### config.mk
export PLATFORM = sky130hd
export DESIGN_NAME = ghr
export DESIGN_NICKNAME = d
export VERILOG_FILES = /design/src/hdl/bp_pkg.sv /design/src/hdl/ghr.sv
export VERILOG_INCLUDE_DIRS = /design/src /design/src/hdl
export SDC_FILE = /design/constraint.sdc
export NUM_CORES = 1
export LEC_CHECK = 0
export BUFFER_PORTS_ARGS = -buffer_cell sky130_fd_sc_hd__buf_2
export CAP_MARGIN = 20
export CORE_AREA = 10 10 47 49
export DETAILED_ROUTE_END_ITERATION = 8
export DIE_AREA = 0 0 57 59
export PLACE_DENSITY = 0.68
export SLEW_MARGIN = 10
export SYNTH_ARGS = -nofsm -noshare
export SYNTH_HDL_FRONTEND = slang
export SYNTH_SLANG_ARGS = --single-unit
### constraint.sdc
create_clock -name CLK -period 1.1 [get_ports CLK]
set_input_delay 0.33 -clock CLK [delete_from_list [all_inputs] [get_ports CLK]]
set_output_delay 0.33 -clock CLK [all_outputs]
set_load 0.005 [all_outputs]
### src/hdl/bp_macros.svh
// branch predictor sizing
// table depth, lanes per fetch block, history and ASID widths

`ifndef BP_MACROS_SVH
`define BP_MACROS_SVH

// log2 of pattern history table sets
`define BP_LOG_PHT_SETS 8

// log2 of lanes in one fetch block
`define BP_LOG_FETCH_LANES 3

// global history length, index bits plus lane bits
`define BP_GH_LENGTH 11

// address space id width
`define BP_ASID_WIDTH 9

`endif

### src/hdl/bp_pkg.sv
// branch predictor package
// shared types for the fetch PC, table sets and the predict/update interfaces

`default_nettype none

`include "bp_macros.svh"

package bp_pkg;

    typedef logic [`BP_ASID_WIDTH-1:0]      asid_t;
    typedef logic [`BP_LOG_PHT_SETS-1:0]    fetch_idx_t;
    typedef logic [`BP_LOG_FETCH_LANES-1:0] fetch_lane_t;
    typedef logic [`BP_LOG_PHT_SETS-1:0]    pht_idx_t;
    typedef logic [`BP_GH_LENGTH-1:0]       gh_t;

    // one two-bit counter per lane, {taken, strong}
    typedef logic [(1 << `BP_LOG_FETCH_LANES)-1:0][1:0] pht_set_t;

    // fetch pc, either as a plain word or split into fields
    typedef union packed {
        logic [37:0] raw;
        struct packed {
            logic [26:0] tag;
            fetch_idx_t  fetch_idx;
            fetch_lane_t lane;
        } fields;
    } pc38_u;

    typedef struct packed {
        pc38_u       pc;
        fetch_lane_t redirect_lane;
    } pred_req_t;

    typedef struct packed {
        logic taken;
        gh_t  gh;
    } pred_resp_t;

    typedef struct packed {
        pc38_u pc;
        gh_t   gh;
        logic  taken;
    } update_t;

endpackage

`default_nettype wire

### src/hdl/ghr.sv
// global history register
// shifts each resolved branch outcome into the LSB

`timescale 1ns/1ps
`default_nettype none

module ghr (
    input  logic        CLK,
    input  logic        nRST,

    input  logic        update_valid,
    input  logic        update_taken,

    output bp_pkg::gh_t gh
);

    localparam int GH_BITS = $bits(bp_pkg::gh_t);

    // oldest outcome falls off the MSB
    always_ff @(posedge CLK, negedge nRST) begin
        if (!nRST) begin
            gh <= '0;
        end else if (update_valid) begin
            gh <= {gh[GH_BITS-2:0], update_taken};
        end
    end

    // ----------------------------------------------------------
    // checks

    // an unknown outcome would poison every later index hash
    a_taken_known : assert property (
        @(posedge CLK) disable iff (!nRST)
        update_valid |-> !$isunknown(update_taken)
    );

endmodule

`default_nettype wire

## Word-level counts from Yosys, hierarchy flattened

Cells that the tools add are included.

- Bits in registers: 11
- Word-level logic and storage cells: 1
- Bits of input ports: 4
- Output and inout port bits: 11

## Longest topological paths before layout

Gate-level depths: netlist (run 1).

- Word-level depth: 0
- Depth in mapped cells: 2
- Depth with buffers taken out: 1

## Worst setup path after synthesis (run 1)

Ideal clock, no wire load.

- Path type: input to register
- Start: input port update_valid
- End: register gh[0]
- Stages: 2
- Arrival: 767 ps
- Path slack: 208 ps
- Library setup time: 125 ps
- Buffers on the path: 1
- Data required time: 975 ps
- Cells stage by stage: buf_6 mux2_4

RTL lines:

| element | line | source |
|---|---|---|
| start: declaration | ghr.sv:11 | `input logic update_valid,` |
| end signal: assignment | ghr.sv:24 | `gh <= {gh[GH_BITS-2:0], update_taken};` |
| end: declaration | ghr.sv:14 | `output bp_pkg::gh_t gh` |

No word-level cell between the ends.

## Final worst setup path (run 1)

- Start: register gh[2]
- End: output port gh[2]

No word-level cell between the ends.

==> results of run 1 <==
## final cells by class
type / instances / area (µm²)
clock buffers: 4 / 26.3
fillers: 148 / 713
multi-input cells: 11 / 161
flip-flops and latches: 11 / 275
well taps: 16 / 20.0
repair buffers: 30 / 205
## cell families after synthesis
group,count (synthesis),synth area share [%]
buffers and inverters,1,2.51
muxes,11,36.0
DFF,11,61.5
## cells in the final DEF, fill, tap and decap left out
cell type,n
dfrtp_1,11
buf_2,14
clkbuf_1,1
buf_12,1
clkbuf_4,3
mux2_2,1
buf_4,14
mux2_4,10
dlygate4sd3_1,1
## report_power, final
group / internal, mW / switching, mW
Sequential: 0.538 / 0.0660
Clock: 0.140 / 0.120
Combinational: 0.447 / 0.195
## through the flow
step	hold WS, ns	instances
finish	0.301	72
CTS	0.294	67
global route	0.287	72
global placement	0.205	53
detailed placement	0.213	53
floorplan	0.0344	23
## worst min-delay path by stage
stage,slack (ns),depth (start not counted),start,endpoint
floorplan,0.03,0,nRST,gh[0]$_DFFE_PN0P_
global placement,0.21,1,nRST,gh[7]$_DFFE_PN0P_
detailed placement,0.21,1,nRST,gh[6]$_DFFE_PN0P_
CTS,0.29,2,update_taken,gh[0]$_DFFE_PN0P_
global route,0.29,2,update_taken,gh[0]$_DFFE_PN0P_
finish,0.30,2,update_taken,gh[0]$_DFFE_PN0P_
## repair_timing
| action | 4_1_cts | 5_1_grt |
|---|---|---|
| pin swaps | 0 | 0 |
| hold endpoints to repair | 11 | 0 |
| setup endpoints to repair | 10 | 11 |
| setup buffers | 9 | 5 |
| resized for setup | 0 | 0 |
| cloned | 0 | 0 |
| hold buffers | 1 | 0 |
## routing by layer
| metal | vias to the layer above | track usage [%] | share of wire [%] |
|---|---|---|---|
| met5 | - | 0 | 0 |
| met1 | 139 | 7.67 | 45 |
| met4 | 0 | 4.03 | 0 |
| met3 | 0 | 3.22 | 11 |
| li1 | 148 | - | - |
| met2 | 12 | 9.30 | 44 |
==> impl_metrics.json, run 1 <==
{
  "crit_type": "flop to primary output",
  "h-tree-depth": 1,
  "cp-startpoint": "gh[2]$_DFFE_PN0P_",
  "antennaDiodeCount": 0,
  "initialDrtViolationCount": 3,
  "finalSetupViolCount": 3,
  "crit_chain": "buf_2",
  "yosysWarnings": 0,
  "ir_drop_v": 0.00113,
  "clk_latency_ns": 0.26,
  "yosysTopAreaCell": "dfrtp_1",
  "ys.flop_type": "dfrtp_1",
  "grt_pass1_wl_um": 1730,
  "cts-root-buf": "clkbuf_4",
  "slowest_delay_ns": 0.39,
  "finalNetCount": 61,
  "yosys-top-cells-area": "dfrtp_1, mux2_4, buf_6",
  "slowest_stage": "dfrtp_1",
  "chipWidth_um": 57,
  "worst_pin_slew_ns": 0.244,
  "hold_path.class": "input pin to flop",
  "clk_path_buf_depth": 2,
  "antenna_found_initial": 0,
  "routed_wl_um": 950,
  "violations": "setup timing",
  "dr_total_vias": 299,
  "fin_util_pct": 49.1,
  "grt_pass1_vias": 371,
  "top_regs": "gh x11",
  "dieHeight_um": 59,
  "status": "finished with violations",
  "slew_headroom_pct": 83.7,
  "syn2layout_area_growth_pct": 53.6,
  "rr_startpoint": "gh[1]$_DFFE_PN0P_",
  "synth.top_cells.by_count": "dfrtp_1, mux2_4, buf_6, mux2_2",
  "cp_max_fo": 2,
  "netlist_instances": 23,
  "cp.depth": 1,
  "grt_usage_pct": 6.54,
  "setup_ws_ns": -0.00969,
  "fin_crit_ns": 1.11,
  "required_ns": 0.77,
  "synth_edf_count": 0,
  "drtPass1Iterations": 2,
  "globalplace.congestion": 0.609,
  "cap_viol_max_count": 0,
  "wl_per_cell_um": 13.2,
  "io_buffers": 14,
  "post-synth-top-count-cell": "dfrtp_1",
  "ant_nets": 0,
  "async_reset_ff_share_pct": 100,
  "grt_remaining_overflow": 0,
  "r2r_end": "gh[1]$_DFFE_PN0P_",
  "place_worst_setup_slack_ns": 0.0741,
  "numCtsBuffers": 3,
  "critPathBufInv": 1,
  "pin_count": 15,
  "static-leakage-power_nw": 0.370,
  "placed_area_um2": 547,
  "synth_top_area_share_pct": 61.5,
  "final_hold_viol_count": 0,
  "final.period_utilization_pct": 101,
  "synth.ff_latch_count": 11,
  "largest_reg_flops": 11,
  "design_area_um2": 688,
  "ys_types": 4,
  "skew_ns": 0.00168,
  "drc": 0,
  "seq_area_frac_synth_pct": 61.5,
  "die_area_mm2": 0.00336,
  "powerDensity_mw_per_mm2": 2190,
  "grt_max_degree": 12,
  "arrival_ns": 0.78,
  "startpoint_type": "flop",
  "syn_area_um2": 448,
  "rows": 14,
  "regToRegSetupSlack_ns": 0.09,
  "total_power_mw": 1.51,
  "coreArea_mm2": 0.00140,
  "syn_nets": 27,
  "rsz0062_at_grt": "true",
  "crit_path_end": "gh[2]",
  "drive_above_1_share_pct": 76.8,
  "slew_viol_final": 0,
  "top_register": "gh",
  "cts_tree": "yes",
  "setup_tns_ns": -0.0162,
  "viasPerCell": 4.15,
  "initial_core_util_pct": 32.0,
  "rr_worst_depth": 3,
  "crit_family": "flip-flops",
  "path_clk_slew_ns": 0.07,
  "fmax_ghz": 0.901,
  "synth_area_per_cell_um2": 19.5,
  "critPathCaptureType": "primary output",
  "clkSinkCount": 11
}
Power figures use the tool's default switching activity.
==> run 2: changes to the inputs <==
- TNS_END_PERCENT: unset -> 5
==> impl_metrics.json, run 2 (synthesis results as in run 1) <==
{
  "cap_viol_max_count": 0,
  "slew_viol_final": 0,
  "drtPass1Iterations": 2,
  "syn2layout_area_growth_pct": 45.3,
  "fmax_ghz": 0.900,
  "grt_pass1_vias": 358,
  "drc": 0,
  "fin_crit_ns": 1.11,
  "total_power_mw": 1.42,
  "powerDensity_mw_per_mm2": 2190,
  "cts_tree": "yes",
  "required_ns": 0.77,
  "crit_type": "flop to primary output",
  "rr_worst_depth": 2,
  "final.period_utilization_pct": 101,
  "placed_area_um2": 547,
  "worst_pin_slew_ns": 0.244,
  "critPathCaptureType": "primary output",
  "hold_path.class": "input pin to flop",
  "rsz0062_at_grt": "true",
  "regToRegSetupSlack_ns": 0.20,
  "crit_family": "flip-flops",
  "antenna_found_initial": 0,
  "grt_usage_pct": 6.37,
  "arrival_ns": 0.78,
  "clkSinkCount": 11,
  "holdWs_ns": 0.303,
  "static-leakage-power_nw": 0.346,
  "h-tree-depth": 1,
  "drive_above_1_share_pct": 74.5,
  "numCtsBuffers": 3,
  "pwr-share-seq_pct": 43.1,
  "grt_pass1_wl_um": 1680,
  "power.switching_mw": 0.366,
  "design_area_um2": 651,
  "pin_count": 15,
  "io_buffers": 14,
  "crit_chain": "buf_2",
  "critPathBufInv": 1,
  "routed_wl_um": 920,
  "ir_drop_v": 0.00112,
  "cp_max_fo": 3,
  "violations": "setup timing",
  "skew_ns": 0.00165,
  "slowest_delay_ns": 0.39,
  "initialDrtViolationCount": 3,
  "chipWidth_um": 57,
  "slew_headroom_pct": 83.7,
  "final_common_cell": "buf_2",
  "grt_remaining_overflow": 0,
  "antennaDiodeCount": 0,
  "ant_nets": 0,
  "cts-root-buf": "clkbuf_4",
  "top_regs": "gh x11",
  "r2r_end": "gh[1]$_DFFE_PN0P_",
  "final_cell_mix": "buf_2, dfrtp_1, mux2_4, buf_4, clkbuf_4",
  "coreArea_mm2": 0.00140,
  "initial_core_util_pct": 32.0,
  "top_register": "gh",
  "rr_startpoint": "gh[1]$_DFFE_PN0P_",
  "clk_latency_ns": 0.26,
  "viasPerCell": 4.18,
  "wl_per_cell_um": 13.7,
  "fin_util_pct": 46.4,
  "finalNetCount": 56,
  "setup_ws_ns": -0.0106,
  "rows": 14,
  "combPwrFrac_pct": 38.6,
  "dr_total_vias": 280,
  "p_int_mw": 1.06,
  "cts.repair.resized": 0,
  "grt_max_degree": 12,
  "place_worst_setup_slack_ns": 0.0741,
  "startpoint_type": "flop",
  "slowest_stage": "dfrtp_1",
  "power_frac_clock_pct": 18.3,
  "final_hold_viol_count": 0,
  "status": "finished with violations",
  "dieHeight_um": 59,
  "p_sw_share_pct": 25.7,
  "path_clk_slew_ns": 0.07,
  "holdPathStages": 2,
  "finalSetupViolCount": 5,
  "holdCritStartpoint": "update_taken",
  "whs_endpoint": "gh[0]$_DFFE_PN0P_",
  "die_area_mm2": 0.00336,
  "nFillCells": 149,
  "clk_path_buf_depth": 2,
  "globalplace.congestion": 0.609,
  "largest_reg_flops": 11
}
-- run 2: per-stage QoR --
| step | setup TNS [ns] | std cells |
|---|---|---|
| 2_1_floorplan | 0 | 23 |
| 3_3_place_gp | 0 | 53 |
| 3_5_place_dp | 0 | 53 |
| 4_1_cts | -0.152 | 64 |
| 5_1_grt | -0.463 | 67 |
| 6_report | -0.0243 | 67 |
-- run 2: worst reg2reg max path, stage by stage, from the launching register on --
cell,delay [ns]
dfrtp_1,0.39
buf_4,0.14
mux2_4,0.26
-- run 2: worst max path at each step --
stage               slack (ns)                  to         startpoint  cells past startpoint
global route             -0.05               gh[3]  gh[3]$_DFFE_PN0P_                      1
global placement          0.08  gh[10]$_DFFE_PN0P_       update_valid                      3
floorplan                 0.21   gh[0]$_DFFE_PN0P_       update_valid                      2
CTS                      -0.03               gh[3]  gh[3]$_DFFE_PN0P_                      1
detailed placement        0.07   gh[9]$_DFFE_PN0P_       update_valid                      3
finish                   -0.01               gh[9]  gh[9]$_DFFE_PN0P_                      1
-- run 2: power by group through the flow --
stage / Clock (mW) / Combinational, mW / Sequential [mW]
2_1_floorplan: 0 / 0.201 / 0.645
3_3_place_gp: 0 / 0.393 / 0.634
3_5_place_dp: 0 / 0.402 / 0.639
4_1_cts: 0.273 / 0.501 / 0.617
5_1_grt: 0.298 / 0.612 / 0.636
6_report: 0.260 / 0.550 / 0.614
-- run 2: repair_timing --
item / in CTS / in global routing
endpoints found under the setup margin: 10 / 11
pin swaps: 0 / 0
hold buffers: 1 / 0
hold endpoints to repair: 11 / 0
buffers inserted: 6 / 3
-- run 2: area by class of cell --
class | instances | area (µm²) | area share, %
Clock buffer | 4 | 26.3 | 4.04
Timing Repair Buffer | 25 | 168 | 25.8
Multi-Input combinational cell | 11 | 161 | 24.8
Tap cell | 16 | 20.0 | 3.08
Sequential cell | 11 | 275 | 42.3
-- run 2: metal layers --
metal  track usage, %  vias up  routed length (µm)
met1             7.55      132                 406
li1                 -      136                   -
met2             8.84       12                 409
met5                0        -                   0
met3             3.22        0                 104
met4             4.03        0                   0
==> run 3: changes to the inputs <==
- BUFFER_PORTS_ARGS: -buffer_cell sky130_fd_sc_hd__buf_2 -> -buffer_cell sky130_fd_sc_hd__buf_4
==> impl_metrics.json, run 3 (synthesis results as in run 1) <==
{
  "power.switching_mw": 0.400,
  "largest_reg_flops": 11,
  "required_ns": 0.77,
  "critPathCaptureType": "primary output",
  "dr_total_vias": 287,
  "crit_chain": "buf_6",
  "place_worst_setup_slack_ns": 0.0797,
  "final_cell_mix": "dfrtp_1, buf_6, mux2_4, buf_4, clkbuf_4",
  "nFillCells": 133,
  "dieHeight_um": 59,
  "antenna_found_initial": 0,
  "antennaDiodeCount": 0,
  "cts_tree": "yes",
  "combPwrFrac_pct": 42.1,
  "arrival_ns": 0.80,
  "initialDrtViolationCount": 1,
  "clk_latency_ns": 0.26,
  "drtPass1Iterations": 2,
  "static-leakage-power_nw": 0.351,
  "cap_viol_max_count": 0,
  "seqCellArea_um2": 275,
  "grt_usage_pct": 6.43,
  "drive_above_1_share_pct": 72.9,
  "top_register": "gh",
  "clk_path_buf_depth": 2,
  "slowest_delay_ns": 0.41,
  "finalNetCount": 53,
  "slew_viol_final": 0,
  "status": "finished with violations",
  "setup_ws_ns": -0.0338,
  "pin_count": 15,
  "drc": 0,
  "critPathBufInv": 1,
  "skew_ns": 0.00141,
  "startpoint_type": "flop",
  "p_int_mw": 1.17,
  "hold_path.class": "input pin to flop",
  "numCtsBuffers": 3,
  "chipWidth_um": 57,
  "grt_pass1_wl_um": 1740,
  "final_hold_viol_count": 0,
  "fin_crit_ns": 1.13,
  "ant_nets": 0,
  "syn2layout_area_growth_pct": 54.5,
  "die_area_mm2": 0.00336,
  "coreArea_mm2": 0.00140,
  "p_sw_share_pct": 25.4,
  "clkSinkCount": 11,
  "ir_drop_v": 0.000747,
  "top_regs": "gh x11",
  "multiInputGateArea_um2": 161,
  "worst_pin_slew_ns": 0.193,
  "routed_wl_um": 985,
  "crit_family": "flip-flops",
  "grt_remaining_overflow": 0,
  "fmax_ghz": 0.882,
  "violations": "setup timing",
  "wl_per_cell_um": 15.4,
  "finalSetupViolCount": 7,
  "globalplace.congestion": 0.747,
  "cp_max_fo": 3,
  "h-tree-depth": 1,
  "rows": 14,
  "powerDensity_mw_per_mm2": 2270,
  "power_frac_clock_pct": 16.8,
  "grt_max_degree": 12,
  "path_clk_slew_ns": 0.07,
  "slew_headroom_pct": 87.2,
  "crit_type": "flop to primary output",
  "final.period_utilization_pct": 103,
  "io_buffers": 14,
  "hpwl_um": 708,
  "total_power_mw": 1.57,
  "cts-root-buf": "clkbuf_4",
  "initial_core_util_pct": 32.0,
  "rsz0062_at_grt": "true",
  "slowest_stage": "dfrtp_1",
  "pwr-share-seq_pct": 41.1,
  "viasPerCell": 4.48,
  "grt_pass1_vias": 352
}
run 3: cell count changes in the layout (fill, tap and decap cells not counted), sizes merged:
cell / change
buf: -3
run 3: final timing paths:
kind	startpoint	end	slack (ns)	depth (start not counted)
setup / recovery	gh[0]$_DFFE_PN0P_	gh[0]	-0.03	1
hold / removal	update_taken	gh[0]$_DFFE_PN0P_	0.30	2
setup reg to reg	gh[2]$_DFFE_PN0P_	gh[2]$_DFFE_PN0P_	0.18	2
hold reg to reg	gh[10]$_DFFE_PN0P_	gh[10]$_DFFE_PN0P_	0.53	1
max in group asynchronous	nRST	gh[8]$_DFFE_PN0P_	0.51	2
min in group asynchronous	nRST	gh[10]$_DFFE_PN0P_	0.44	2
run 3: cell type report:
| type | count | share of cell area, % |
|---|---|---|
| clock buffer | 4 | 3.80 |
| tap | 16 | 2.89 |
| sequential | 11 | 39.8 |
| timing repair buffer | 22 | 30.2 |
| multi-input combinational | 11 | 23.3 |
run 3: power groups by stage:
stage | Combinational (mW) | Clock [mW] | Sequential, mW
final | 0.661 | 0.264 | 0.647
after floorplan | 0.201 | 0 | 0.645
after global placement | 0.460 | 0 | 0.642
after CTS | 0.671 | 0.277 | 0.650
after detailed placement | 0.469 | 0 | 0.653
after global routing | 0.719 | 0.301 | 0.669
run 3: routing by layer:
| metal | up-vias | GRT usage, % | share of wire (%) | wire length (µm) |
|---|---|---|---|---|
| met2 | 12 | 9.46 | 48 | 471 |
| met4 | 0 | 3.02 | 0 | 0 |
| met3 | 0 | 4.51 | 13 | 129 |
| li1 | 128 | - | - | - |
| met1 | 147 | 6.89 | 39 | 384 |
| met5 | - | 0 | 0 | 0 |
run 3: metrics by stage:
step | hold slack [ns] | cell area [µm²] | setup TNS, ns | util (%) | instances
5_1_grt | 0.301 | 692 | -0.519 | 49.4 | 64
3_3_place_gp | 0.162 | 562 | 0 | 40.1 | 52
6_report | 0.301 | 692 | -0.127 | 49.4 | 64
4_1_cts | 0.294 | 684 | -0.249 | 48.8 | 63
3_5_place_dp | 0.171 | 562 | 0 | 40.1 | 52
2_1_floorplan | 0.0344 | 448 | 0 | - | 23
run 3: timing repair:
item,in CTS,in global routing
endpoints found under the hold margin,11,0
buffers inserted,6,1
resized for setup,11,0
hold buffers,1,0
endpoints found under the setup margin,11,11
