$ cat src/hdl/bp_macros.svh
// branch predictor sizing
// table depth, lanes per fetch block, history and ASID widths

`ifndef BP_MACROS_SVH
`define BP_MACROS_SVH

// log2 of pattern history table sets
`define BP_LOG_PHT_SETS 8

// log2 of lanes in one fetch block
`define BP_LOG_FETCH_LANES 3

// global history length, index bits plus lane bits
`define BP_GH_LENGTH 11

// address space id width
`define BP_ASID_WIDTH 9

`endif

$ cat src/hdl/bp_pkg.sv
// branch predictor package
// shared types for the fetch PC, table sets and the predict/update interfaces

`default_nettype none

`include "bp_macros.svh"

package bp_pkg;

    typedef logic [`BP_ASID_WIDTH-1:0]      asid_t;
    typedef logic [`BP_LOG_PHT_SETS-1:0]    fetch_idx_t;
    typedef logic [`BP_LOG_FETCH_LANES-1:0] fetch_lane_t;
    typedef logic [`BP_LOG_PHT_SETS-1:0]    pht_idx_t;
    typedef logic [`BP_GH_LENGTH-1:0]       gh_t;

    // one two-bit counter per lane, {taken, strong}
    typedef logic [(1 << `BP_LOG_FETCH_LANES)-1:0][1:0] pht_set_t;

    // fetch pc, either as a plain word or split into fields
    typedef union packed {
        logic [37:0] raw;
        struct packed {
            logic [26:0] tag;
            fetch_idx_t  fetch_idx;
            fetch_lane_t lane;
        } fields;
    } pc38_u;

    typedef struct packed {
        pc38_u       pc;
        fetch_lane_t redirect_lane;
    } pred_req_t;

    typedef struct packed {
        logic taken;
        gh_t  gh;
    } pred_resp_t;

    typedef struct packed {
        pc38_u pc;
        gh_t   gh;
        logic  taken;
    } update_t;

endpackage

`default_nettype wire

$ cat src/hdl/bp_ctrl.sv
// prediction control
// accepts requests, tracks the table read and holds one response slot

`timescale 1ns/1ps
`default_nettype none

module bp_ctrl (
    input  logic                CLK,
    input  logic                nRST,
    input  bp_pkg::gh_t         gh,

    input  logic                pred_req_valid,
    input  bp_pkg::pred_req_t   pred_req,
    output logic                pred_req_ready,

    output logic                pred_resp_valid,
    output bp_pkg::pred_resp_t  pred_resp,
    input  logic                pred_resp_ready,

    output logic                rd_valid,
    output bp_pkg::pc38_u       rd_pc,
    output bp_pkg::fetch_lane_t rd_lane,
    input  logic                rd_taken
);

    logic                slot_free;
    logic                rd_pending;
    bp_pkg::fetch_lane_t pend_lane;
    bp_pkg::gh_t         pend_gh;

    // slot empty, or its response leaves on this edge
    assign slot_free      = !pred_resp_valid | pred_resp_ready;
    assign pred_req_ready = slot_free;

    // table read only on acceptance, so RAM output holds otherwise
    assign rd_valid = pred_req_valid & slot_free;
    assign rd_pc    = pred_req.pc;
    assign rd_lane  = pend_lane;

    always_ff @(posedge CLK, negedge nRST) begin
        if (!nRST) begin
            rd_pending      <= 1'b0;
            pred_resp_valid <= 1'b0;
        end else if (slot_free) begin
            rd_pending      <= rd_valid;
            pred_resp_valid <= rd_pending;
        end
    end

    // payload of the read in flight and of the held response
    always_ff @(posedge CLK) begin
        if (rd_valid) begin
            pend_lane <= pred_req.redirect_lane;
            pend_gh   <= gh;
        end
        if (slot_free && rd_pending) begin
            pred_resp <= '{taken: rd_taken, gh: pend_gh};
        end
    end

    // ----------------------------------------------------------
    // held response must not move under back-pressure
    a_resp_hold : assert property (
        @(posedge CLK) disable iff (!nRST)
        pred_resp_valid && !pred_resp_ready |=> pred_resp_valid && $stable(pred_resp)
    );

endmodule

`default_nettype wire

$ cat config.mk
export PLATFORM = sky130hd
export DESIGN_NAME = bp_ctrl
export DESIGN_NICKNAME = d
export VERILOG_FILES = /design/src/hdl/bp_pkg.sv /design/src/hdl/bp_ctrl.sv
export VERILOG_INCLUDE_DIRS = /design/src /design/src/hdl
export SDC_FILE = /design/constraint.sdc
export NUM_CORES = 1
export LEC_CHECK = 0
export ABC_AREA = 1
export BUFFER_PORTS_ARGS = -buffer_cell sky130_fd_sc_hd__buf_4
export CAP_MARGIN = 20
export CORE_MARGIN = 2
export CORE_UTILIZATION = 36
export CTS_CLUSTER_DIAMETER = 80
export DETAILED_ROUTE_END_ITERATION = 8
export GPL_ROUTABILITY_DRIVEN = 0
export HOLD_SLACK_MARGIN = 0.12
export PLACE_DENSITY = 0.8
export RECOVER_POWER = 25
export SETUP_SLACK_MARGIN = 0.3
export SLEW_MARGIN = 15
export SYNTH_ARGS = -nofsm -noshare
export SYNTH_HDL_FRONTEND = slang
export SYNTH_SLANG_ARGS = --single-unit
$ cat constraint.sdc
create_clock -name CLK -period 1.6 [get_ports CLK]
set_input_delay 0.16 -clock CLK [delete_from_list [all_inputs] [get_ports CLK]]
set_output_delay 0.16 -clock CLK [all_outputs]
set_load 0.01 [all_outputs]
Yosys cells after proc, flatten, opt, wreduce, memory -nomap -nowiden. Index checks and enable logic that the tools add are counted. Widths: inputs -> output; s select.

Output and inout port bits: 56. Flip-flop bits (word level): 28. Word-level logic and storage cells: 10. Input bits: 57.

Bitwise logic cells: 2. Reduce and logical (&&, ||, !) cells: 2.

Operators by type and width (number): $and 1x1->1 (1); $logic_and 1x1->1 (1); $logic_not 1->1 (1); $or 1x1->1 (1).

Longest topological paths before layout. Gate-level depths: netlist of run 1.

Depth in word-level cells: 3. Mapped depth: 4.

Worst setup path after synthesis of run 1. OpenSTA, ideal clock, no wires.

Path kind: reg-to-reg. Start: reg pred_resp_valid. End: reg pend_gh[0] (enable). Stages on the path, launching flop included: 4. Clock period less this slack: 1.328 ns. Setup slack: 0.272 ns. Library setup time: 0.368 ns. Arrival: 0.959 ns. Path through: dfrtp_1 -> nand2_4 -> nand2_4 -> inv_1.

Longest elaborated chain between the ends: 3.

RTL lines: start, declared (RTL line bp_ctrl.sv:16) `output logic pred_resp_valid,`; start signal, assigned (RTL line bp_ctrl.sv:46) `pred_resp_valid <= rd_pending;`; $logic_not 1->1 (RTL line bp_ctrl.sv:32) `assign slot_free = !pred_resp_valid | pred_resp_ready;`; $or 1x1->1 (RTL line bp_ctrl.sv:32); net pred_req_ready (RTL line bp_ctrl.sv:14) `output logic pred_req_ready,`; $and 1x1->1 (RTL line bp_ctrl.sv:36) `assign rd_valid = pred_req_valid & slot_free;`; net rd_valid (RTL line bp_ctrl.sv:20) `output logic rd_valid,`; end signal, assigned (RTL line bp_ctrl.sv:54) `pend_gh <= gh;`; end, declared (RTL line bp_ctrl.sv:29) `bp_pkg::gh_t pend_gh;`.

The timed path passes the listed nets, and every way through them passes these cells. A chain may end at the register's enable or synchronous reset.

Worst setup path after layout of run 1.
Start: in pred_req_valid. End: out rd_valid.

Longest elaborated chain between the ends: 1.

RTL lines: start, declared (RTL line bp_ctrl.sv:12) `input logic pred_req_valid,`; $and 1x1->1 (RTL line bp_ctrl.sv:36); end, declared (RTL line bp_ctrl.sv:20).

No other way between the ends.

==> tab_implementation.tex, run 1 <==
\begin{tabular}{lr}
\hline
Metric & Value \\
\hline
\multicolumn{2}{l}{\textbf{Layout}} \\
\quad Ant diodes & 0 \\
\quad Number of fill cells & 257 \\
\quad Storage cell area & 831 µm² \\
\quad \# nets final & $\sim$160 \\
\quad Share of final-layout standard cells stronger than drive strength 1 & 0.485 \\
\quad Final Instance Area & 0.00147 mm² \\
\quad Syn-to-layout area delta & 24.8\% \\
\quad Multi-input gate area in the final layout & approximately 49 µm² \\
\multicolumn{2}{l}{\textbf{Logic synthesis}} \\
\quad Distinct cell type count after synthesis & 10 \\
\quad Proportion of synthesized area in mux cells & 0 \\
\quad Combinational family with the most area after synthesis & buffers and inverters \\
\quad Compound-cell area share of the yosys netlist & 0 \\
\quad Post-synthesis share of cell area spent on full adders, half adders and majority gates & 0 \\
\quad Syn Area/Cell & between 15 and 20 µm² \\
\quad Fraction of the yosys area taken by sequential cells & 0.707 \\
\quad Flip-flop and latch count after synthesis & 28 \\
\quad Count of warnings emitted by yosys & 0 \\
\quad Synthesized Nets & roughly 130 \\
\quad Netlist area before placement & 0.00117 mm² \\
\quad Simple-Gate Fraction of Synth Area & 0.0373 \\
\quad Xor/xnor cell area share of the yosys netlist & 0 \\
\quad Cells after Synth & 76 \\
\multicolumn{2}{l}{\textbf{Detailed routing}} \\
\quad Detailed-route via count & approximately 630 \\
\quad DRT antenna net count & 0 \\
\quad Drt pass-1 iters & 2 \\
\quad Initial DRC count & 8 \\
\quad WL/cell & 14.6 µm \\
\quad Total DRC errors in the routed layout & 0 \\
\quad Final Routed Wirelength & approximately 2100 µm \\
\quad Vias per std cell & 4.32 \\
\multicolumn{2}{l}{\textbf{Pwr}} \\
\quad Pwr dens & around 960 mW/mm² \\
\quad Fraction of power spent switching nets & 0.221 \\
\quad Switching Power & between 0.3 and 0.4 mW \\
\quad Fraction of power consumed by the clock network & 0.200 \\
\quad Pleak & $\sim$0.59 nW \\
\quad Relative contribution of combinational cells to total power & 0.165 \\
\quad Power Internal & around 1.1 mW \\
\quad Sequential cell fraction of total power & 0.636 \\
\quad Worst vdd rail ir drop & around 0.00035 V \\
\multicolumn{2}{l}{\textbf{Floorplan}} \\
\quad Count of pins on the block boundary & $\sim$110 \\
\quad Area of the die & approximately 0.0037 mm² \\
\quad Initial core utilization & 0.382 \\
\quad Die boundary height & $\sim$61 µm \\
\quad Placement row count & 20 \\
\quad Die boundary width & 61.1 µm \\
\quad Core Area & slightly above 0.003 mm² \\
\multicolumn{2}{l}{\textbf{STA}} \\
\quad Final setup viols & 0 \\
\quad Final slew viol count & 0 \\
\quad Final Hold Viols & 0 \\
\quad Setup repair after global routing missed its margin & yes \\
\quad Final critical-path share of the clock period & 0.817 \\
\quad Setup skew after layout & between 2 and 2.5 ps \\
\quad Min cycle time layout & roughly 1300 ps \\
\quad Headroom to the max-slew limit & 0.780 \\
\quad Transition time of the tightest slew-check pin & 329 ps \\
\quad Timing-limited maximum frequency & 765 MHz \\
\quad Sum of negative setup slack & 0 ps \\
\multicolumn{2}{l}{\textbf{Placed design}} \\
\quad Cell Area, Placed & approximately 0.0012 mm² \\
\quad Port Buffers & 36 \\
\quad HPWL after DPL & around 1400 µm \\
\multicolumn{2}{l}{\textbf{CTS}} \\
\quad CTS tree & yes \\
\quad Clock latency on the worst-skew pair & about 320 ps \\
\quad Number of buffers inserted during clock tree synthesis & 3 \\
\quad Max H-tree Level & 1 \\
\quad Sink Count & 28 \\
\quad Clock transition at the register clock pins on the worst setup and hold paths after CTS & around 130 ps \\
\quad Maximum clock insertion buffer count & 2 \\
\quad Cells resized by post-CTS repair & 0 \\
\quad Root Driver & clkbuf\_4 \\
\multicolumn{2}{l}{\textbf{Setup path}} \\
\quad Capturing element type of the critical path & output pin \\
\quad Startpoint kind of the worst setup timing path & primary input \\
\quad Required time worst endpoint & approximately 1400 ps \\
\quad Register-to-register setup slack & 330 ps \\
\quad Critical Path Max Stage Delay & between 500 and 600 ps \\
\quad Worst reg2reg endpoint & pred\_resp[0] \\
\quad Critical Path Fanout Max & 2 \\
\quad Worst Reg2Reg Path Length in Cells & 4 \\
\quad Crit path cell chain & dlygate4sd3\_1 > buf\_4 > nand2\_4 > clkinvlp\_4 > buf\_4 \\
\quad Crit-path slowest cell & dlygate4sd3\_1 \\
\quad Most prevalent standard cell on the critical path & buf\_4 \\
\quad Category of the most critical setup path & primary input to output pin \\
\quad Data arrival time of the worst path & 1150 ps \\
\quad Family with the most delay on the worst path & buffers and inverters \\
\quad Buffers plus inverters on the worst setup path & 4 \\
\quad Launching point of the worst reg2reg path & pred\_resp\_valid \\
\multicolumn{2}{l}{\textbf{Run}} \\
\quad Max-cap violations & 0 \\
\multicolumn{2}{l}{\textbf{Global route}} \\
\quad Vias in the first global route & approximately 640 \\
\quad Pin count of the biggest net entering global routing & 16 \\
\quad Global-route wire length before repair & between 2000 and 3000 µm \\
\quad GRT Residual Overflow & 0 \\
\quad Total global routing track utilization & 0.115 \\
\quad Antenna violations before repair & 0 \\
\multicolumn{2}{l}{\textbf{Hold path}} \\
\quad Class of the most critical hold timing path & primary input to async pin \\
\multicolumn{2}{l}{\textbf{Run status}} \\
\quad Outcome & finished, final reports clean \\
\hline
\end{tabular}
## per-stage QoR
| step | std cells | total power, mW | utilization | setup WS [ps] | hold WS (ps) |
|---|---|---|---|---|---|
| 6_report | 145 | 1.41 | 0.476 | 293 | 171 |
| 5_1_grt | 145 | 1.47 | 0.476 | 245 | 143 |
| 4_1_cts | 143 | 1.41 | 0.473 | 308 | 122 |
| 3_5_place_dp | 118 | 1.09 | 0.398 | 358 | -56.2 |
| 3_3_place_gp | 118 | 1.08 | 0.398 | 413 | -57.7 |
| 2_1_floorplan | 76 | 1.07 | - | 421 | -136 |
## final cells by class
class | count | share of cell area
clock inverters | 1 | 0.00256
well taps | 44 | 0.0375
clock buffers | 3 | 0.0154
repair buffers | 59 | 0.332
inverters | 4 | 0.0128
multi-input cells | 6 | 0.0333
flip-flops and latches | 28 | 0.567
## placed cells by master (no fill, tap or decap)
cell | synthesis | layout
edfxtp_1 | 26 | 26
buf_4 | 38 | 39
nand2_2 | 1 | 1
inv_1 | 2 | 1
nor2_4 | 0 | 1
clkinv_1 | 0 | 1
nand2_1 | 1 | 1
clkbuf_4 | 0 | 3
dlygate4sd3_1 | 0 | 19
dfrtp_1 | 2 | 2
inv_2 | 2 | 2
clkinvlp_4 | 0 | 1
nand3_1 | 1 | 1
clkbuf_1 | 0 | 1
nand2_4 | 2 | 2
## power by group through the flow
stage	Sequential [mW]	Clock (mW)	Combinational (mW)
global placement	0.909	0	0.170
finish	0.894	0.281	0.232
global route	0.900	0.326	0.248
detailed placement	0.914	0	0.175
floorplan	0.928	0	0.147
CTS	0.895	0.292	0.224
## state kept, by name, summed over array words and instances (netlist names)
| signal | flops |
|---|---|
| pend_gh | 11 |
| rd_pending | 1 |
| pred_resp_valid | 1 |
| pred_resp | 12 |
| rd_lane | 3 |
## layer usage
layer,wire length [µm],part of all wire,GRT usage
met5,0,0,0
met4,96,0.045,0.0963
met3,326,0.15,0.0798
met2,1090,0.51,0.187
met1,612,0.29,0.0923
## worst register-to-register path: cells and delay by family, from the launching register on
kind,cells,cell delay [ps]
flip-flops,1,440
AND/OR/NAND/NOR,2,370
buffers and inverters,2,160
## worst max-delay path by stage
| stage | start | to | slack, ps | cells past startpoint |
|---|---|---|---|---|
| 5_1_grt | pred_resp_valid | rd_valid | 250 | 4 |
| 2_1_floorplan | pred_resp_valid | pend_gh[0] | 420 | 3 |
| 6_report | pred_req_valid | rd_valid | 290 | 5 |
| 4_1_cts | pred_req_valid | rd_valid | 310 | 5 |
| 3_5_place_dp | pred_resp_valid | rd_valid | 360 | 4 |
| 3_3_place_gp | pred_resp_valid | rd_valid | 410 | 4 |
## synthesized netlist by cell type
library cell,number,area (µm²)
nand2_4,2,22.5
dfrtp_1,2,50.1
nand3_1,1,5.00
edfxtp_1,26,781
nor2_2,1,6.26
nand2_1,1,3.75
buf_4,38,285
inv_2,2,7.51
inv_1,2,7.51
nand2_2,1,6.26
## logic make-up after synthesis
kind of cell	Yosys count
and+or+nand+nor	6
buffers and inverters	42
DFF	28
## repair_timing
| item | CTS | global route |
|---|---|---|
| setup endpoints to repair | 1 | 2 |
| buffers inserted | 2 | 2 |
| endpoints found under the hold margin | 19 | 0 |
| gates cloned | 0 | 0 |
| hold buffers | 19 | 0 |
| pin swaps | 0 | 1 |
(Power assumes the default switching activity.)
==> inputs of run 2 (changes only) <==
- CORE_UTILIZATION: 36 -> 32
- PLACE_DENSITY: 0.8 -> 0.75
- clock period: 1.6 -> 1.1 ns (I/O delays scaled with it)
==> tab_implementation.tex, run 2 (synthesis results as in run 1) <==
\begin{tabular}{lr}
\hline
Metric & Value \\
\hline
\multicolumn{2}{l}{\textbf{Run status}} \\
\quad Outcome & finished, violations left \\
\quad Failing checks & setup timing \\
\multicolumn{2}{l}{\textbf{STA}} \\
\quad Final Hold Viols & 0 \\
\quad Final setup viols & 16 \\
\quad Final critical-path share of the clock period & 1.04 \\
\quad Timing-limited maximum frequency & between 800 and 900 MHz \\
\quad Hold Slack & about 150 ps \\
\quad Setup skew after layout & 4.04 ps \\
\quad Final worst-path setup slack & -43.8 ps \\
\quad Min cycle time layout & 1140 ps \\
\quad Headroom to the max-slew limit & 0.889 \\
\quad Sum of negative setup slack & -636 ps \\
\quad Transition time of the tightest slew-check pin & roughly 170 ps \\
\quad Setup repair after global routing missed its margin & yes \\
\quad Final slew viol count & 0 \\
\multicolumn{2}{l}{\textbf{Placed design}} \\
\quad Cell Area, Placed & approximately 0.0013 mm² \\
\quad Cell count after placement & around 130 \\
\quad Port Buffers & 36 \\
\quad HPWL after DPL & 1570 µm \\
\multicolumn{2}{l}{\textbf{Floorplan}} \\
\quad Initial core utilization & 0.326 \\
\quad Core Area & around 0.0036 mm² \\
\quad Area of the die & about 0.0042 mm² \\
\quad Placement row count & 22 \\
\quad Count of pins on the block boundary & about 110 \\
\quad Die boundary width & between 60 and 70 µm \\
\quad Die boundary height & 64.6 µm \\
\multicolumn{2}{l}{\textbf{Pwr}} \\
\quad Pwr dens & about 1400 mW/mm² \\
\quad Worst vdd rail ir drop & 0.000478 V \\
\quad Pleak & about 0.63 nW \\
\multicolumn{2}{l}{\textbf{Detailed routing}} \\
\quad Met1 Wirelength & 666 µm \\
\quad Metal3 WL & $\sim$260 µm \\
\quad WL/cell & between 15 and 20 µm \\
\quad DRT antenna net count & 0 \\
\quad Total DRC errors in the routed layout & 0 \\
\quad Initial DRC count & 22 \\
\quad Final Routed Wirelength & between 2000 and 2500 µm \\
\quad Drt pass-1 iters & 3 \\
\quad WL met2 & around 1200 µm \\
\quad Detailed-route via count & 577 \\
\quad Vias per std cell & about 3.9 \\
\quad Highest metal layer with signal wires & met4 \\
\multicolumn{2}{l}{\textbf{Global route}} \\
\quad Pin count of the biggest net entering global routing & 16 \\
\quad Global-route wire length before repair & about 3200 µm \\
\quad Total global routing track utilization & 0.108 \\
\quad Vias in the first global route & approximately 620 \\
\quad GRT Residual Overflow & 0 \\
\quad Antenna violations before repair & 0 \\
\multicolumn{2}{l}{\textbf{CTS}} \\
\quad Maximum clock insertion buffer count & 2 \\
\quad Root Driver & clkbuf\_8 \\
\quad CTS tree & yes \\
\quad Clock transition at the register clock pins on the worst setup and hold paths after CTS & roughly 80 ps \\
\quad Sink Count & 28 \\
\quad Max H-tree Level & 1 \\
\quad Clock latency on the worst-skew pair & 270 ps \\
\quad Number of buffers inserted during clock tree synthesis & 3 \\
\multicolumn{2}{l}{\textbf{Layout}} \\
\quad Flip-flop count of the largest register, all copies and words added & 12 \\
\quad Ant diodes & 0 \\
\quad Most common library cell in the layout ignoring fill and taps & edfxtp\_1 \\
\quad Count of non-filler cells in the finished layout & 149 \\
\quad Syn-to-layout area delta & 32.9\% \\
\quad Core utilization of the finished layout & 0.433 \\
\quad Final Instance Area & 0.00156 mm² \\
\quad Top library cells by usage in the layout, fill and taps aside & edfxtp\_1, buf\_4, dlygate4sd3\_1, buf\_6, clkbuf\_8 \\
\quad Register containing the most flip-flops in the final layout & pred\_resp \\
\quad Share of final-layout standard cells stronger than drive strength 1 & 0.515 \\
\quad \# nets final & around 160 \\
\multicolumn{2}{l}{\textbf{Setup path}} \\
\quad Critical Path Fanout Max & 14 \\
\quad Capturing element type of the critical path & register \\
\quad Data arrival time of the worst path & between 1000 and 1500 ps \\
\quad Category of the most critical setup path & register to register \\
\quad Startpoint kind of the worst setup timing path & register \\
\quad Required time worst endpoint & approximately 1100 ps \\
\multicolumn{2}{l}{\textbf{Hold path}} \\
\quad Class of the most critical hold timing path & primary input to async pin \\
\multicolumn{2}{l}{\textbf{Run}} \\
\quad Max-cap violations & 0 \\
\hline
\end{tabular}
run 2: path summary, 6_finish.rpt:
kind                                         to  slack, ps  cells past startpoint             from
worst max-delay path                 pend_gh[3]        -40                      4  pred_resp_valid
worst min-delay path            pred_resp_valid        150                      2             nRST
worst max register to register       pend_gh[3]        -40                      4  pred_resp_valid
worst min register to register     pred_resp[2]        420                      0       pend_gh[2]
max in group asynchronous            rd_pending        860                      2             nRST
min in group CLK                      rd_pc[12]        220                      0     pred_req[15]
run 2: what timing repair did:
| item | CTS | global route |
|---|---|---|
| pin swaps | 2 | 2 |
| hold buffers | 17 | 0 |
| resized for setup | 16 | 0 |
| hold endpoints to repair | 18 | 0 |
| setup buffers | 3 | 0 |
| endpoints found under the setup margin | 45 | 46 |
| gates cloned | 0 | 0 |
run 2: critical path, stage by stage, from the launching register on:
cell	delay (ps)
dfrtp_1	410
nand2_4	100
nand2_4	50
clkinvlp_4	70
buf_4	200
run 2: final cells by class:
class,count,area (µm²)
Fill cell,309,2040
Timing Repair Buffer,59,558
Tap cell,48,60.1
Inverter,4,18.8
Multi-Input combinational cell,6,48.8
Sequential cell,28,831
Clock buffer,4,45.0
run 2: per-layer routing:
layer	up-vias	track usage
li1	264	-
met1	239	0.0926
met2	51	0.189
met3	23	0.0417
met4	0	0.104
met5	-	0
run 2: stage by stage:
stage,total power [mW],setup WS (ps)
global route,2.31,-80.2
CTS,2.25,-57.2
detailed placement,1.62,-76.4
finish,2.23,-43.8
floorplan,1.56,-79.0
global placement,1.60,-11.6
run 2: where the power goes:
| part | leakage [nW] | switching, mW | internal (mW) |
|---|---|---|---|
| Clock | 0.0228 | 0.277 | 0.259 |
| Sequential | 0.270 | 0.0370 | 1.27 |
| Combinational | 0.335 | 0.148 | 0.235 |
| Total | 0.628 | 0.462 | 1.77 |
==> inputs of run 3 (changes only) <==
- SETUP_SLACK_MARGIN: 0.3 -> 0.2
==> tab_implementation.tex, run 3 (synthesis results as in run 1) <==
\begin{tabular}{lr}
\hline
Metric & Value \\
\hline
\multicolumn{2}{l}{\textbf{Run status}} \\
\quad Outcome & finished, violations left \\
\quad Failing checks & setup timing \\
\multicolumn{2}{l}{\textbf{Detailed routing}} \\
\quad Total DRC errors in the routed layout & 0 \\
\quad Initial DRC count & 14 \\
\quad WL/cell & between 15 and 20 µm \\
\quad Drt pass-1 iters & 3 \\
\quad Final Routed Wirelength & roughly 2200 µm \\
\quad DRT antenna net count & 0 \\
\quad Detailed-route via count & 584 \\
\quad Vias per std cell & $\sim$3.9 \\
\multicolumn{2}{l}{\textbf{STA}} \\
\quad Final critical-path share of the clock period & 1.04 \\
\quad Timing-limited maximum frequency & 874 MHz \\
\quad Min cycle time layout & $\sim$1100 ps \\
\quad Final slew viol count & 0 \\
\quad Final setup viols & 16 \\
\quad Headroom to the max-slew limit & 0.889 \\
\quad Setup repair after global routing missed its margin & yes \\
\quad Sum of negative setup slack & -647 ps \\
\quad Final Hold Viols & 0 \\
\quad Setup skew after layout & between 4 and 5 ps \\
\quad Transition time of the tightest slew-check pin & around 170 ps \\
\quad Final worst-path setup slack & -44.7 ps \\
\quad Hold Slack & $\sim$150 ps \\
\multicolumn{2}{l}{\textbf{Floorplan}} \\
\quad Core Area & roughly 0.0036 mm² \\
\quad Initial core utilization & 0.326 \\
\quad Die boundary height & 64.6 µm \\
\quad Placement row count & 22 \\
\quad Die boundary width & around 65 µm \\
\quad Area of the die & between 0.004 and 0.005 mm² \\
\quad Count of pins on the block boundary & about 110 \\
\multicolumn{2}{l}{\textbf{Setup path}} \\
\quad Launching point of the worst reg2reg path & pred\_resp\_valid \\
\quad Register-to-register setup slack & -40 ps \\
\quad Critical Path Fanout Max & 14 \\
\quad Worst Reg2Reg Path Length in Cells & 4 \\
\quad Required time worst endpoint & between 1000 and 1500 ps \\
\quad Capturing element type of the critical path & register \\
\quad Worst setup endpoint & pend\_gh[3] \\
\quad Category of the most critical setup path & register to register \\
\quad Data arrival time of the worst path & 1120 ps \\
\quad Startpoint kind of the worst setup timing path & register \\
\quad Worst reg2reg endpoint & pend\_gh[3] \\
\quad Worst setup path startpoint & pred\_resp\_valid \\
\multicolumn{2}{l}{\textbf{Global route}} \\
\quad Global-route wire length before repair & 3230 µm \\
\quad Total global routing track utilization & 0.108 \\
\quad GRT Residual Overflow & 0 \\
\quad Antenna violations before repair & 0 \\
\quad Pin count of the biggest net entering global routing & 16 \\
\quad Vias in the first global route & around 630 \\
\multicolumn{2}{l}{\textbf{Pwr}} \\
\quad Sequential cell fraction of total power & 0.588 \\
\quad Fraction of power consumed by the clock network & 0.240 \\
\quad Fraction of power spent switching nets & 0.207 \\
\quad Worst vdd rail ir drop & 0.000474 V \\
\quad Pleak & between 0.6 and 0.7 nW \\
\quad Pwr dens & 1430 mW/mm² \\
\quad Switching Power & $\sim$0.46 mW \\
\quad Relative contribution of combinational cells to total power & 0.172 \\
\quad Power Internal & 1.77 mW \\
\multicolumn{2}{l}{\textbf{CTS}} \\
\quad CTS tree & yes \\
\quad Root Driver & clkbuf\_8 \\
\quad Clock transition at the register clock pins on the worst setup and hold paths after CTS & $\sim$80 ps \\
\quad Maximum clock insertion buffer count & 2 \\
\quad Max H-tree Level & 1 \\
\quad Sink Count & 28 \\
\quad Number of buffers inserted during clock tree synthesis & 3 \\
\quad Clock latency on the worst-skew pair & roughly 270 ps \\
\multicolumn{2}{l}{\textbf{Layout}} \\
\quad Top library cells by usage in the layout, fill and taps aside & edfxtp\_1, buf\_4, dlygate4sd3\_1, buf\_6, clkbuf\_8 \\
\quad Register containing the most flip-flops in the final layout & pred\_resp \\
\quad Flip-flop count of the largest register, all copies and words added & 12 \\
\quad Most common library cell in the layout ignoring fill and taps & edfxtp\_1 \\
\quad Ant diodes & 0 \\
\quad Share of final-layout standard cells stronger than drive strength 1 & 0.515 \\
\quad \# nets final & 159 \\
\quad Syn-to-layout area delta & 32.9\% \\
\multicolumn{2}{l}{\textbf{Placed design}} \\
\quad HPWL after DPL & 1570 µm \\
\quad Port Buffers & 36 \\
\multicolumn{2}{l}{\textbf{Hold path}} \\
\quad Class of the most critical hold timing path & primary input to async pin \\
\multicolumn{2}{l}{\textbf{Run}} \\
\quad Max-cap violations & 0 \\
\hline
\end{tabular}
run 3: power groups by stage:
stage / sequential (mW) / clock, mW / combinational [mW]
3_3_place_gp: 1.32 / 0 / 0.284
4_1_cts: 1.31 / 0.552 / 0.376
2_1_floorplan: 1.35 / 0 / 0.213
3_5_place_dp: 1.33 / 0 / 0.291
5_1_grt: 1.32 / 0.584 / 0.413
6_report: 1.31 / 0.536 / 0.383
run 3: how the worst min path moves through the flow:
stage	slack, ps	endpoint	from	cells past startpoint
after CTS	150	pred_resp_valid	nRST	2
after floorplan	-190	pred_resp_valid	nRST	0
after global routing	150	pred_resp_valid	nRST	2
after global placement	-110	pred_resp_valid	nRST	1
final	150	pred_resp_valid	nRST	2
after detailed placement	-100	pred_resp_valid	nRST	1
run 3: layer usage:
layer | part of all wire | vias up | global-route usage
li1 | - | 264 | -
met1 | 0.29 | 245 | 0.0903
met2 | 0.53 | 51 | 0.191
met3 | 0.11 | 24 | 0.0417
met4 | 0.066 | 0 | 0.104
met5 | 0 | - | 0
run 3: critical path, stage by stage, from the launching register on:
cell and delay, ps:
dfrtp_1 410, nand2_4 100, nand2_4 50, clkinvlp_4 70, buf_4 200
run 3: metrics by stage:
| step | power, mW | instances | area, µm² | setup slack [ps] | util |
|---|---|---|---|---|---|
| finish | 2.23 | 149 | 1560 | -44.7 | 0.433 |
| global route | 2.31 | 149 | 1560 | -80.2 | 0.433 |
| CTS | 2.24 | 149 | 1550 | -57.2 | 0.429 |
| detailed placement | 1.62 | 125 | 1260 | -76.4 | 0.350 |
| global placement | 1.60 | 125 | 1260 | -11.6 | 0.350 |
| floorplan | 1.56 | 76 | 1180 | -79.0 | - |
run 3: area by class of cell:
cell class	instances	area (µm²)
Fill cell	310	2040
Sequential cell	28	831
Timing Repair Buffer	59	558
Tap cell	48	60.1
Multi-Input combinational cell	6	48.8
Clock buffer	4	45.0
Inverter	4	18.8
run 3: repair_timing:
| action | in CTS | in global routing |
|---|---|---|
| gates resized for setup | 12 | 4 |
| buffers inserted | 3 | 0 |
| endpoints found under the setup margin | 40 | 45 |
| pin swaps | 2 | 2 |
| endpoints found under the hold margin | 18 | 0 |
| hold buffers | 17 | 0 |
